### src/hdl/isaPkg.sv
`default_nettype none

// Instruction set of the 16-bit teaching ISA
package isaPkg;

   ////////////////////////////////////////////////////////////
   // Field widths and word types
   ////////////////////////////////////////////////////////////
   localparam int wordW   = 16;
   localparam int regIdxW = 3;
   localparam int opcodeW = 5;
   localparam int imm5W   = 5;

   typedef logic [wordW-1:0]   word_t;
   typedef logic [regIdxW-1:0] regIdx_t;
   typedef logic [opcodeW-1:0] opcode_t;

   ////////////////////////////////////////////////////////////
   // Opcodes
   ////////////////////////////////////////////////////////////
   localparam opcode_t opNop        = 5'b00001;
   localparam opcode_t opJ          = 5'b00100;
   localparam opcode_t opJr         = 5'b00101;

   // Immediate arithmetic, low two bits pick the operation
   localparam opcode_t opAddi       = 5'b01000;
   localparam opcode_t opSubi       = 5'b01001;
   localparam opcode_t opXori       = 5'b01010;
   localparam opcode_t opAndni      = 5'b01011;

   // Branches on Rs, low two bits pick the condition
   localparam opcode_t opBeqz       = 5'b01100;
   localparam opcode_t opBnez       = 5'b01101;
   localparam opcode_t opBltz       = 5'b01110;
   localparam opcode_t opBgez       = 5'b01111;

   localparam opcode_t opSlbi       = 5'b10010;

   // Immediate rotates and shifts
   localparam opcode_t opRoli       = 5'b10100;
   localparam opcode_t opSlli       = 5'b10101;
   localparam opcode_t opRori       = 5'b10110;
   localparam opcode_t opSrli       = 5'b10111;

   localparam opcode_t opLbi        = 5'b11000;
   localparam opcode_t opBtr        = 5'b11001;

   // R-format groups, funct picks the operation
   localparam opcode_t opRformShift = 5'b11010;
   localparam opcode_t opRformArith = 5'b11011;

   // Set-condition group
   localparam opcode_t opSeq        = 5'b11100;
   localparam opcode_t opSlt        = 5'b11101;
   localparam opcode_t opSle        = 5'b11110;
   localparam opcode_t opSco        = 5'b11111;

   ////////////////////////////////////////////////////////////
   // Two views of one instruction word
   ////////////////////////////////////////////////////////////
   typedef union packed {
      struct packed {
         opcode_t      opcode;
         regIdx_t      rs;
         regIdx_t      rt;
         regIdx_t      rd;
         logic [1:0]   funct;
      } rForm;
      struct packed {
         opcode_t          opcode;
         regIdx_t          rs;
         regIdx_t          rd;
         logic [imm5W-1:0] imm5;
      } iForm;
   } instr_u;

endpackage

`default_nettype wire

### src/hdl/pipePkg.sv
`default_nettype none

// Pipeline control codes shared between the stages
package pipePkg;

   // Operand source for execute
   typedef logic [1:0] fwdSel_t;

   localparam fwdSel_t fwdFromReg    = 2'b00;
   // Reserved, commit port is the execute register
   localparam fwdSel_t fwdFromCommit = 2'b01;
   localparam fwdSel_t fwdFromExec   = 2'b10;

   // ALU operation, rotates and shifts in the low half
   typedef logic [2:0] aluOp_t;

   localparam aluOp_t aluRol = 3'b000;
   localparam aluOp_t aluSll = 3'b001;
   localparam aluOp_t aluRor = 3'b010;
   localparam aluOp_t aluSrl = 3'b011;
   localparam aluOp_t aluAdd = 3'b100;
   localparam aluOp_t aluAnd = 3'b101;
   localparam aluOp_t aluOr  = 3'b110;
   localparam aluOp_t aluXor = 3'b111;

   // Bubble loaded into decode on squash or idle cycles
   localparam isaPkg::word_t nopWord = {isaPkg::opNop, 11'b0};

endpackage

`default_nettype wire

### src/hdl/regFile.sv
`default_nettype none

module regFile import isaPkg::*; (
   input  logic    clk,
   input  logic    rstN,
   input  regIdx_t rdAddrA,
   input  regIdx_t rdAddrB,
   input  logic    wrEn,
   input  regIdx_t wrAddr,
   input  word_t   wrData,
   output word_t   rdDataA,
   output word_t   rdDataB
);

   // Eight architectural registers
   word_t regs [2**regIdxW];

   // Write port, fed from the execute register
   always_ff @(posedge clk or negedge rstN) begin
      if (!rstN) begin
         for (int i = 0; i < 2**regIdxW; i++) begin
            regs[i] <= '0;
         end
      end else if (wrEn) begin
         regs[wrAddr] <= wrData;
      end
   end

   // Read ports
   // Same-cycle write is passed straight through
   assign rdDataA = (wrEn && (wrAddr == rdAddrA)) ? wrData : regs[rdAddrA];
   assign rdDataB = (wrEn && (wrAddr == rdAddrB)) ? wrData : regs[rdAddrB];

endmodule

`default_nettype wire

### src/hdl/decodeStage.sv
`default_nettype none

module decodeStage import isaPkg::*, pipePkg::*; (
   input  logic    clk,
   input  logic    rstN,
   input  logic    instrValid,
   input  word_t   instr,
   input  word_t   incrPC,
   input  logic    squash,
   input  logic    wrEn,
   input  regIdx_t wrAddr,
   input  word_t   wrData,
   output instr_u  idInstr,
   output word_t   idIncrPC,
   output logic    idValid,
   output word_t   idOpA,
   output word_t   idOpB,
   output regIdx_t idDest,
   output logic    idWrEn,
   output regIdx_t rs,
   output regIdx_t rt,
   output logic    rsValid,
   output logic    rtValid
);

   instr_u  cur;
   word_t   rdA;
   word_t   rdB;
   regIdx_t dest;
   logic    writes;
   logic    srcA;
   logic    srcB;
   logic    accept;

   assign cur = instr;

   // Incoming word is kept only when valid and not on the wrong path
   assign accept = instrValid & ~squash;

   regFile uRegFile (
      .clk     (clk),
      .rstN    (rstN),
      .rdAddrA (cur.rForm.rs),
      .rdAddrB (cur.rForm.rt),
      .wrEn    (wrEn),
      .wrAddr  (wrAddr),
      .wrData  (wrData),
      .rdDataA (rdA),
      .rdDataB (rdB)
   );

   ////////////////////////////////////////////////////////////
   // Source and destination decode
   ////////////////////////////////////////////////////////////
   always_comb begin
      dest   = cur.rForm.rd;
      writes = 1'b0;
      srcA   = 1'b0;
      srcB   = 1'b0;
      case (cur.rForm.opcode)
         // Three-register forms
         opRformArith, opRformShift, opSeq, opSlt, opSle, opSco: begin
            writes = 1'b1;
            srcA   = 1'b1;
            srcB   = 1'b1;
         end
         // Rs only, still R-format destination
         opBtr: begin
            writes = 1'b1;
            srcA   = 1'b1;
         end
         opAddi, opSubi, opXori, opAndni, opRoli, opSlli, opRori, opSrli: begin
            dest   = cur.iForm.rd;
            writes = 1'b1;
            srcA   = 1'b1;
         end
         // Rs is the target here
         opLbi: begin
            dest   = cur.iForm.rs;
            writes = 1'b1;
         end
         opSlbi: begin
            dest   = cur.iForm.rs;
            writes = 1'b1;
            srcA   = 1'b1;
         end
         // Test or jump on Rs, no writeback
         opBeqz, opBnez, opBltz, opBgez, opJr: begin
            srcA = 1'b1;
         end
         opJ, opNop: begin
            writes = 1'b0;
         end
         default: begin
            writes = 1'b0;
         end
      endcase
   end

   ////////////////////////////////////////////////////////////
   // Decode pipeline register
   ////////////////////////////////////////////////////////////
   always_ff @(posedge clk or negedge rstN) begin
      if (!rstN) begin
         idValid <= 1'b0;
         idWrEn  <= 1'b0;
         rsValid <= 1'b0;
         rtValid <= 1'b0;
      end else begin
         idValid <= accept;
         idWrEn  <= accept & writes;
         rsValid <= accept & srcA;
         rtValid <= accept & srcB;
      end
   end

   // Payload, bubble word whenever nothing is accepted
   always_ff @(posedge clk) begin
      idInstr  <= accept ? cur : nopWord;
      idIncrPC <= incrPC;
      idOpA    <= rdA;
      idOpB    <= rdB;
      idDest   <= dest;
      rs       <= cur.rForm.rs;
      rt       <= cur.rForm.rt;
   end

endmodule

`default_nettype wire

### src/hdl/forwardUnit.sv
`default_nettype none

module forwardUnit import isaPkg::*, pipePkg::*; (
   input  regIdx_t rs,
   input  regIdx_t rt,
   input  logic    rsValid,
   input  logic    rtValid,
   input  regIdx_t exDest,
   input  logic    exWrEn,
   output fwdSel_t fwdA,
   output fwdSel_t fwdB
);

   logic hitA;
   logic hitB;

   // Real source reading what the older instruction just produced
   assign hitA = rsValid && exWrEn && (rs == exDest);
   assign hitB = rtValid && exWrEn && (rt == exDest);

   // Older results are already in regFile
   assign fwdA = hitA ? fwdFromExec : fwdFromReg;
   assign fwdB = hitB ? fwdFromExec : fwdFromReg;

endmodule

`default_nettype wire

### src/hdl/aluCore.sv
`default_nettype none

module aluCore import isaPkg::*, pipePkg::*; (
   input  word_t  inA,
   input  word_t  inB,
   input  aluOp_t oper,
   input  logic   invA,
   input  logic   invB,
   input  logic   cin,
   input  logic   signedOp,
   output word_t  out,
   output logic   zero,
   output logic   ofl
);

   word_t      a;
   word_t      b;
   word_t      sum;
   logic       carry;
   logic [3:0] shamt;
   logic [2*wordW-1:0] rolFull;
   logic [2*wordW-1:0] rorFull;

   // Operand inversion ahead of every operation
   assign a = invA ? ~inA : inA;
   assign b = invB ? ~inB : inB;

   // Adder with carry out kept for SCO
   assign {carry, sum} = {1'b0, a} + {1'b0, b} + {{wordW{1'b0}}, cin};

   // Amount is the raw B input
   assign shamt = inB[3:0];

   // Rotates via a doubled word
   assign rolFull = {a, a} << shamt;
   assign rorFull = {a, a} >> shamt;

   ////////////////////////////////////////////////////////////
   // Operation select
   ////////////////////////////////////////////////////////////
   always_comb begin
      case (oper)
         aluRol:  out = rolFull[2*wordW-1:wordW];
         aluSll:  out = a << shamt;
         aluRor:  out = rorFull[wordW-1:0];
         aluSrl:  out = a >> shamt;
         aluAdd:  out = sum;
         aluAnd:  out = a & b;
         aluOr:   out = a | b;
         aluXor:  out = a ^ b;
         default: out = sum;
      endcase
   end

   assign zero = (out == '0);

   // Signed rule on the inverted operands, else plain carry
   assign ofl = signedOp ? ((a[wordW-1] == b[wordW-1]) && (sum[wordW-1] != a[wordW-1]))
                         : carry;

endmodule

`default_nettype wire

### src/hdl/executeStage.sv
`default_nettype none

module executeStage import isaPkg::*, pipePkg::*; (
   input  logic    clk,
   input  logic    rstN,
   input  instr_u  idInstr,
   input  word_t   idIncrPC,
   input  logic    idValid,
   input  word_t   idOpA,
   input  word_t   idOpB,
   input  regIdx_t idDest,
   input  logic    idWrEn,
   input  fwdSel_t fwdA,
   input  fwdSel_t fwdB,
   output word_t   exResult,
   output regIdx_t exDest,
   output logic    exWrEn,
   output logic    pcSrc,
   output word_t   newPC,
   output logic    squash
);

   opcode_t    opc;
   word_t      opA;
   word_t      opB;
   word_t      aluA;
   word_t      aluB;
   word_t      aluOut;
   aluOp_t     aluOper;
   logic       invA;
   logic       invB;
   logic       signedOp;
   logic       aluZero;
   logic       aluOfl;
   logic       lessThan;
   logic       zeroExt;
   logic [1:0] arithSel;
   word_t      imm5Ext;
   word_t      imm8Sext;
   word_t      imm11Sext;
   word_t      result;
   word_t      target;
   logic       taken;

   assign opc = idInstr.rForm.opcode;

   ////////////////////////////////////////////////////////////
   // Operand forwarding
   ////////////////////////////////////////////////////////////
   always_comb begin
      case (fwdA)
         fwdFromExec, fwdFromCommit: opA = exResult;
         default:                    opA = idOpA;
      endcase
      case (fwdB)
         fwdFromExec, fwdFromCommit: opB = exResult;
         default:                    opB = idOpB;
      endcase
   end

   // XORI and ANDNI take the raw immediate
   assign zeroExt  = (opc == opXori) || (opc == opAndni);
   assign imm5Ext  = zeroExt ? {11'b0, idInstr.iForm.imm5}
                             : {{11{idInstr.iForm.imm5[4]}}, idInstr.iForm.imm5};
   assign imm8Sext  = {{8{idInstr[7]}}, idInstr[7:0]};
   assign imm11Sext = {{5{idInstr[10]}}, idInstr[10:0]};

   // Same two-bit code in funct and in the I-format opcode
   assign arithSel = (opc == opRformArith) ? idInstr.rForm.funct : opc[1:0];

   ////////////////////////////////////////////////////////////
   // ALU control and B operand
   ////////////////////////////////////////////////////////////
   always_comb begin
      aluA     = opA;
      aluB     = opB;
      aluOper  = aluAdd;
      invA     = 1'b0;
      invB     = 1'b0;
      signedOp = 1'b1;
      case (opc)
         opRformArith, opAddi, opSubi, opXori, opAndni: begin
            if (opc != opRformArith) begin
               aluB = imm5Ext;
            end
            case (arithSel)
               2'b00: aluOper = aluAdd;
               // B minus Rs
               2'b01: invA = 1'b1;
               2'b10: aluOper = aluXor;
               default: begin
                  aluOper = aluAnd;
                  invB    = 1'b1;
               end
            endcase
         end
         opRformShift: aluOper = {1'b0, idInstr.rForm.funct};
         opRoli, opSlli, opRori, opSrli: begin
            aluB    = imm5Ext;
            aluOper = {1'b0, opc[1:0]};
         end
         // Rs minus Rt, flags decide
         opSeq, opSlt, opSle: invB = 1'b1;
         // Unsigned carry of Rs plus Rt
         opSco: signedOp = 1'b0;
         opLbi: begin
            aluA = '0;
            aluB = imm8Sext;
         end
         opSlbi: begin
            aluA = '0;
            aluB = {opA[7:0], idInstr[7:0]};
         end
         // Target formed by the ALU
         opJr: aluB = imm8Sext;
         // Pass Rs through for reversal
         opBtr: aluB = '0;
         default: aluOper = aluAdd;
      endcase
   end

   aluCore uAlu (
      .inA      (aluA),
      .inB      (aluB),
      .oper     (aluOper),
      .invA     (invA),
      .invB     (invB),
      .cin      (invA | invB),
      .signedOp (signedOp),
      .out      (aluOut),
      .zero     (aluZero),
      .ofl      (aluOfl)
   );

   // Sign of the difference corrected for overflow
   assign lessThan = aluOut[wordW-1] ^ aluOfl;

   ////////////////////////////////////////////////////////////
   // Result select
   ////////////////////////////////////////////////////////////
   always_comb begin
      result = aluOut;
      case (opc)
         opSeq: result = {{(wordW-1){1'b0}}, aluZero};
         opSlt: result = {{(wordW-1){1'b0}}, lessThan};
         opSle: result = {{(wordW-1){1'b0}}, lessThan | aluZero};
         opSco: result = {{(wordW-1){1'b0}}, aluOfl};
         opBtr: begin
            for (int i = 0; i < wordW; i++) begin
               result[i] = aluOut[wordW-1-i];
            end
         end
         default: result = aluOut;
      endcase
   end

   // Branch test on forwarded Rs, target from incrPC by default
   always_comb begin
      taken  = 1'b0;
      target = idIncrPC + imm8Sext;
      case (opc)
         opBeqz: taken = (opA == '0);
         opBnez: taken = (opA != '0);
         opBltz: taken = opA[wordW-1];
         opBgez: taken = ~opA[wordW-1];
         opJ: begin
            taken  = 1'b1;
            target = idIncrPC + imm11Sext;
         end
         opJr: begin
            taken  = 1'b1;
            target = aluOut;
         end
         default: taken = 1'b0;
      endcase
   end

   // Kills the younger instruction entering decode
   assign squash = taken & idValid;

   ////////////////////////////////////////////////////////////
   // Execute pipeline register
   ////////////////////////////////////////////////////////////
   always_ff @(posedge clk or negedge rstN) begin
      if (!rstN) begin
         exWrEn <= 1'b0;
         pcSrc  <= 1'b0;
      end else begin
         exWrEn <= idValid & idWrEn;
         pcSrc  <= squash;
      end
   end

   always_ff @(posedge clk) begin
      exResult <= result;
      exDest   <= idDest;
      newPC    <= target;
   end

endmodule

`default_nettype wire

### src/hdl/datapathTop.sv
`default_nettype none

module datapathTop import isaPkg::*, pipePkg::*; (
   input  logic    clk,
   input  logic    rstN,
   input  logic    instrValid,
   input  word_t   instr,
   input  word_t   incrPC,
   output logic    wbEn,
   output regIdx_t wbDest,
   output word_t   wbData,
   output logic    pcSrc,
   output word_t   newPC
);

   // Decode to execute
   instr_u  idInstr;
   word_t   idIncrPC;
   logic    idValid;
   word_t   idOpA;
   word_t   idOpB;
   regIdx_t idDest;
   logic    idWrEn;

   // Forwarding path
   regIdx_t rs;
   regIdx_t rt;
   logic    rsValid;
   logic    rtValid;
   fwdSel_t fwdA;
   fwdSel_t fwdB;
   logic    squash;

   // Execute register doubles as the commit port
   decodeStage uDecode (
      .clk        (clk),
      .rstN       (rstN),
      .instrValid (instrValid),
      .instr      (instr),
      .incrPC     (incrPC),
      .squash     (squash),
      .wrEn       (wbEn),
      .wrAddr     (wbDest),
      .wrData     (wbData),
      .idInstr    (idInstr),
      .idIncrPC   (idIncrPC),
      .idValid    (idValid),
      .idOpA      (idOpA),
      .idOpB      (idOpB),
      .idDest     (idDest),
      .idWrEn     (idWrEn),
      .rs         (rs),
      .rt         (rt),
      .rsValid    (rsValid),
      .rtValid    (rtValid)
   );

   forwardUnit uForward (
      .rs      (rs),
      .rt      (rt),
      .rsValid (rsValid),
      .rtValid (rtValid),
      .exDest  (wbDest),
      .exWrEn  (wbEn),
      .fwdA    (fwdA),
      .fwdB    (fwdB)
   );

   executeStage uExecute (
      .clk      (clk),
      .rstN     (rstN),
      .idInstr  (idInstr),
      .idIncrPC (idIncrPC),
      .idValid  (idValid),
      .idOpA    (idOpA),
      .idOpB    (idOpB),
      .idDest   (idDest),
      .idWrEn   (idWrEn),
      .fwdA     (fwdA),
      .fwdB     (fwdB),
      .exResult (wbData),
      .exDest   (wbDest),
      .exWrEn   (wbEn),
      .pcSrc    (pcSrc),
      .newPC    (newPC),
      .squash   (squash)
   );

endmodule

`default_nettype wire

### config.mk
export PLATFORM = sky130hd
export DESIGN_NAME = datapathTop
export DESIGN_NICKNAME = d
export VERILOG_FILES = /design/src/hdl/isaPkg.sv /design/src/hdl/pipePkg.sv /design/src/hdl/regFile.sv /design/src/hdl/decodeStage.sv /design/src/hdl/forwardUnit.sv /design/src/hdl/aluCore.sv /design/src/hdl/executeStage.sv /design/src/hdl/datapathTop.sv
export SDC_FILE = /design/constraint.sdc
export NUM_CORES = 1
export LEC_CHECK = 0
export BUFFER_PORTS_ARGS = -buffer_cell sky130_fd_sc_hd__buf_2
export CAP_MARGIN = 10
export CORE_MARGIN = 5
export CORE_UTILIZATION = 50
export CTS_BUF_LIST = sky130_fd_sc_hd__clkbuf_4 sky130_fd_sc_hd__clkbuf_8 sky130_fd_sc_hd__clkbuf_16
export DETAILED_ROUTE_END_ITERATION = 6
export PLACE_DENSITY_LB_ADDON = 0.3
export SLEW_MARGIN = 10
export SYNTH_ARGS = -nofsm -noshare
export SYNTH_HDL_FRONTEND = slang
export SYNTH_SLANG_ARGS = --single-unit
### constraint.sdc
create_clock -name clk -period 15.85 [get_ports clk]
set_input_delay 0.7925 -clock clk [delete_from_list [all_inputs] [get_ports clk]]
set_output_delay 0.7925 -clock clk [all_outputs]
set_load 0.01 [all_outputs]
==> summary.txt <==
Synthesis
  • Seq/Total Area, Yosys: between 30% and 40%
  • Ys flop type: dfrtp_1
  • Ys Warns: 0
  • Area leader, netlist: dfrtp_1
  • Syn Nets: about 1.6k
  • Commonest cells post-synth: 151 x mux2i_1, 142 x mux2_2, 134 x dfrtp_1
  • Ranking of synthesized cells by area: dfrtp_1 21%, dfxtp_1 14%, mux2_2 10%
  • Asr flop ratio synth: between 50% and 60%
  • Number of enable flip-flop cells after synthesis: 0
  • Synth cell types: a little over 80
  • Cell with the most instances after synthesis: mux2i_1
  • Synth Area per Inst: just over 10 sq um
  • Cell count after synthesis: ~1.5k
  • Synthesis-stage register bit count: between 200 and 250
  • Cell area after synthesis: around 16000 sq um
  • Post-synth top area share: between 20% and 30%

Timing
  • Setup TNS: 0 ns
  • Skew final: between 0.01 and 0.015 ns
  • Worst Max-Slew Pin Slew: 1.04 ns
  • Final worst setup slack: 8.82 ns
  • Fin crit share: about 44%
  • Max_slew headroom: between 30% and 40%
  • Setup Viol. Count Final: 0
  • Fin. max-slew vios: 0
  • Unrepaired setup endpoints after global routing: no
  • Final Hold Viols: 0
  • F_max: between 0.1 and 0.15 GHz
  • Min cycle time layout: about 7 ns

Flow run
  • Max cap viols: 0

Floorplan
  • Die height: around 190 um
  • I/O Pins: between 70 and 80
  • Die area: between 30000 and 40000 sq um
  • Die Width: 187 um
  • Initial Util: around 51%
  • Core Region: a little over 30000 sq um
  • Floorplan row count: 64

Clock tree
  • Clock sinks: approximately 240
  • CTS max path bufs: 3
  • Post-CTS Hold Fix Bufs: 0
  • TritonCTS clock tree: built
  • Post-CTS Setup Bufs: 0
  • Post-cts gate resize count: 0
  • CTS root buffer: clkbuf_16
  • H-tree depth: 1
  • Clk slew on worst S/H paths: about 0.06 ns
  • CTS buffer count: 26
  • Clock latency on the worst-skew pair: 0.52 ns

Critical path
  • CP required: 16.31 ns
  • Critical Path Start Type: register
  • CP startpoint: uDecode.idInstr[14]
  • CP max FO: 35
  • Critical R2R Launch: uDecode.idInstr[14]
  • Critical path class: register to register
  • Crit. End Element: register
  • Crit path DAT: roughly 7.5 ns

Global route
  • GRT Overall Usage: about a quarter
  • Initial antenna violation count: 0
  • Grt ovf: 0
  • Largest net degree at the start of global routing: just under 80
  • First-pass GRT wire length: approximately 74 mm
  • Vias in the first global route: between 10k and 15k

Placement
  • Post-Place Cells: about 1.9k
  • Hpwl dp: roughly 34 mm
  • Buffers added on ports: 71
  • Dpl ws: between 9 and 10 ns
  • GP Congestion: a little under 1

Drt
  • DRT iter0 DRCs: 1280
  • Drt drc: 0
  • Via density: between 6 and 7
  • WL final: about 48 mm
  • Antenna Nets Post-Route: 0
  • Vias post-DR: approximately 13k
  • Router iterations before antenna repair: 6
  • Wirelength per Cell: around 24 um

Cells and area
  • Layout net count: about 1.6k
  • Non-filler cells, final: 1967
  • Share of layout cells above drive strength 1: 24.3%
  • Layout area overhead: 10.0%
  • # fillers: about 2.7k
  • # diodes: 0
  • Fin util: a little under three fifths

Outcome
  • Status: finished, final reports clean

Pwr
  • Power Density: around 170 nW/um^2
  • Maximum VDD drop: 0.122 mV
  • Leak pwr: ~7.5 nW

Hold path
  • Hold Path Class: input port to asynchronous set/reset pin
[routing by layer]
metal	up-vias	track usage (%)	part of all wire (%)
li1	5715	-	-
met3	118	3.51	6.8
met5	-	0	0
met4	0	9.78	3.9
met2	580	42.3	46
met1	6241	37.1	43
[registers in the layout (all words and copies together), names as in the netlist, 3 cells and up]
signal,flops
uExecute.exResult,16
uDecode.idInstr,16
uDecode.rt,3
uDecode.idDest,3
uDecode.uRegFile.regs,128
uExecute.exDest,3
uDecode.idOpB,16
uDecode.idOpA,16
uDecode.idIncrPC,16
uDecode.rs,3
uExecute.newPC,16
[cell usage in the layout, fill, tap and decap left out, types with 6 or more instances in the layout]
master	n
mux2i_1	151
mux2_2	142
dfrtp_1	134
nor2_1	123
dfxtp_1	108
nand2_1	103
a21oi_1	80
o21ai_0	75
xnor2_1	72
buf_2	70
mux4_2	65
buf_4	34
ha_1	31
clkbuf_16	28
o22ai_1	24
nand3_1	23
nor3_1	22
inv_1	21
and2_1	21
xor2_1	18
nand2b_1	13
nor4_1	12
a21o_1	9
or3_1	9
a22o_1	9
o221ai_1	8
a211oi_1	8
clkbuf_4	8
nor2b_1	7
nand4_1	7
a221oi_1	7
and3_1	6
a22oi_1	6
[power by group]
| part | internal [W] | leakage, nW | switching (W) |
|---|---|---|---|
| combinational | 0.000574 | 4.35 | 0.000732 |
| clock | 0.000375 | 0.445 | 0.000239 |
| sequential | 0.000810 | 2.69 | 0.000221 |
[cell type report]
cell class	count	area (sq um)	share of cell area (%)
clock buffer	41	830	4.82
clock inverter	7	62.6	0.363
inverter	21	78.8	0.458
multi-input combinational	1155	9620	55.9
sequential	242	5520	32.0
tap	396	495	2.88
timing repair buffer	105	617	3.58
[metrics by stage]
stage | total power (W) | hold WS [ns] | area (sq um)
floorplan | 0.00188 | 0.310 | 15700
global placement | 0.00228 | 0.336 | 16300
detailed placement | 0.00230 | 0.331 | 16300
CTS | 0.00293 | 0.257 | 17200
global route | 0.00310 | 0.275 | 17200
finish | 0.00295 | 0.243 | 17200
[final timing paths]
path,endpoint,slack [ns],cells past startpoint
setup / recovery,uExecute.exResult[0],8.82,22
hold / removal,uDecode.uRegFile.regs[86],0.24,1
setup reg to reg,uExecute.exResult[0],8.82,22
hold reg to reg,uExecute.exDest[1],0.34,0
max in group asynchronous,uExecute.pcSrc,14.21,2
min in group clk,uExecute.exDest[1],0.34,0
[worst max-delay path, cell delays in order (launching register included)]
cell and delay [ns]:
dfxtp_1 0.68, nor2b_1 0.77, nand2_1 0.14, nand3_1 0.43, o21a_2 0.22, buf_4 0.46, xnor2_1 0.20, fa_1 0.47
inv_1 0.10, fa_1 0.21, nor2b_1 0.05, o21ai_0 0.29, a21oi_1 0.17, o41ai_1 0.50, o21ai_0 0.30, a21o_1 0.23
a21oi_1 0.25, xor2_1 0.23, o22ai_1 0.09, or4_1 0.41, o22a_1 0.22, nor4_1 0.31, a311o_1 0.21
[logic make-up (layout without fill, tap and decap cells)]
family	after synthesis	in the layout	synth area share [%]
flip-flops	242	242	35.2
multiplexers	362	362	29.6
AND/OR/NAND/NOR	369	369	11.2
AO/OA/AOI/OAI	300	300	12.5
XOR/XNOR	90	90	5.04
adder cells (fa/ha/maj)	34	34	2.86
buffers and inverters	128	174	3.52
Power figures use the tool's default switching activity.
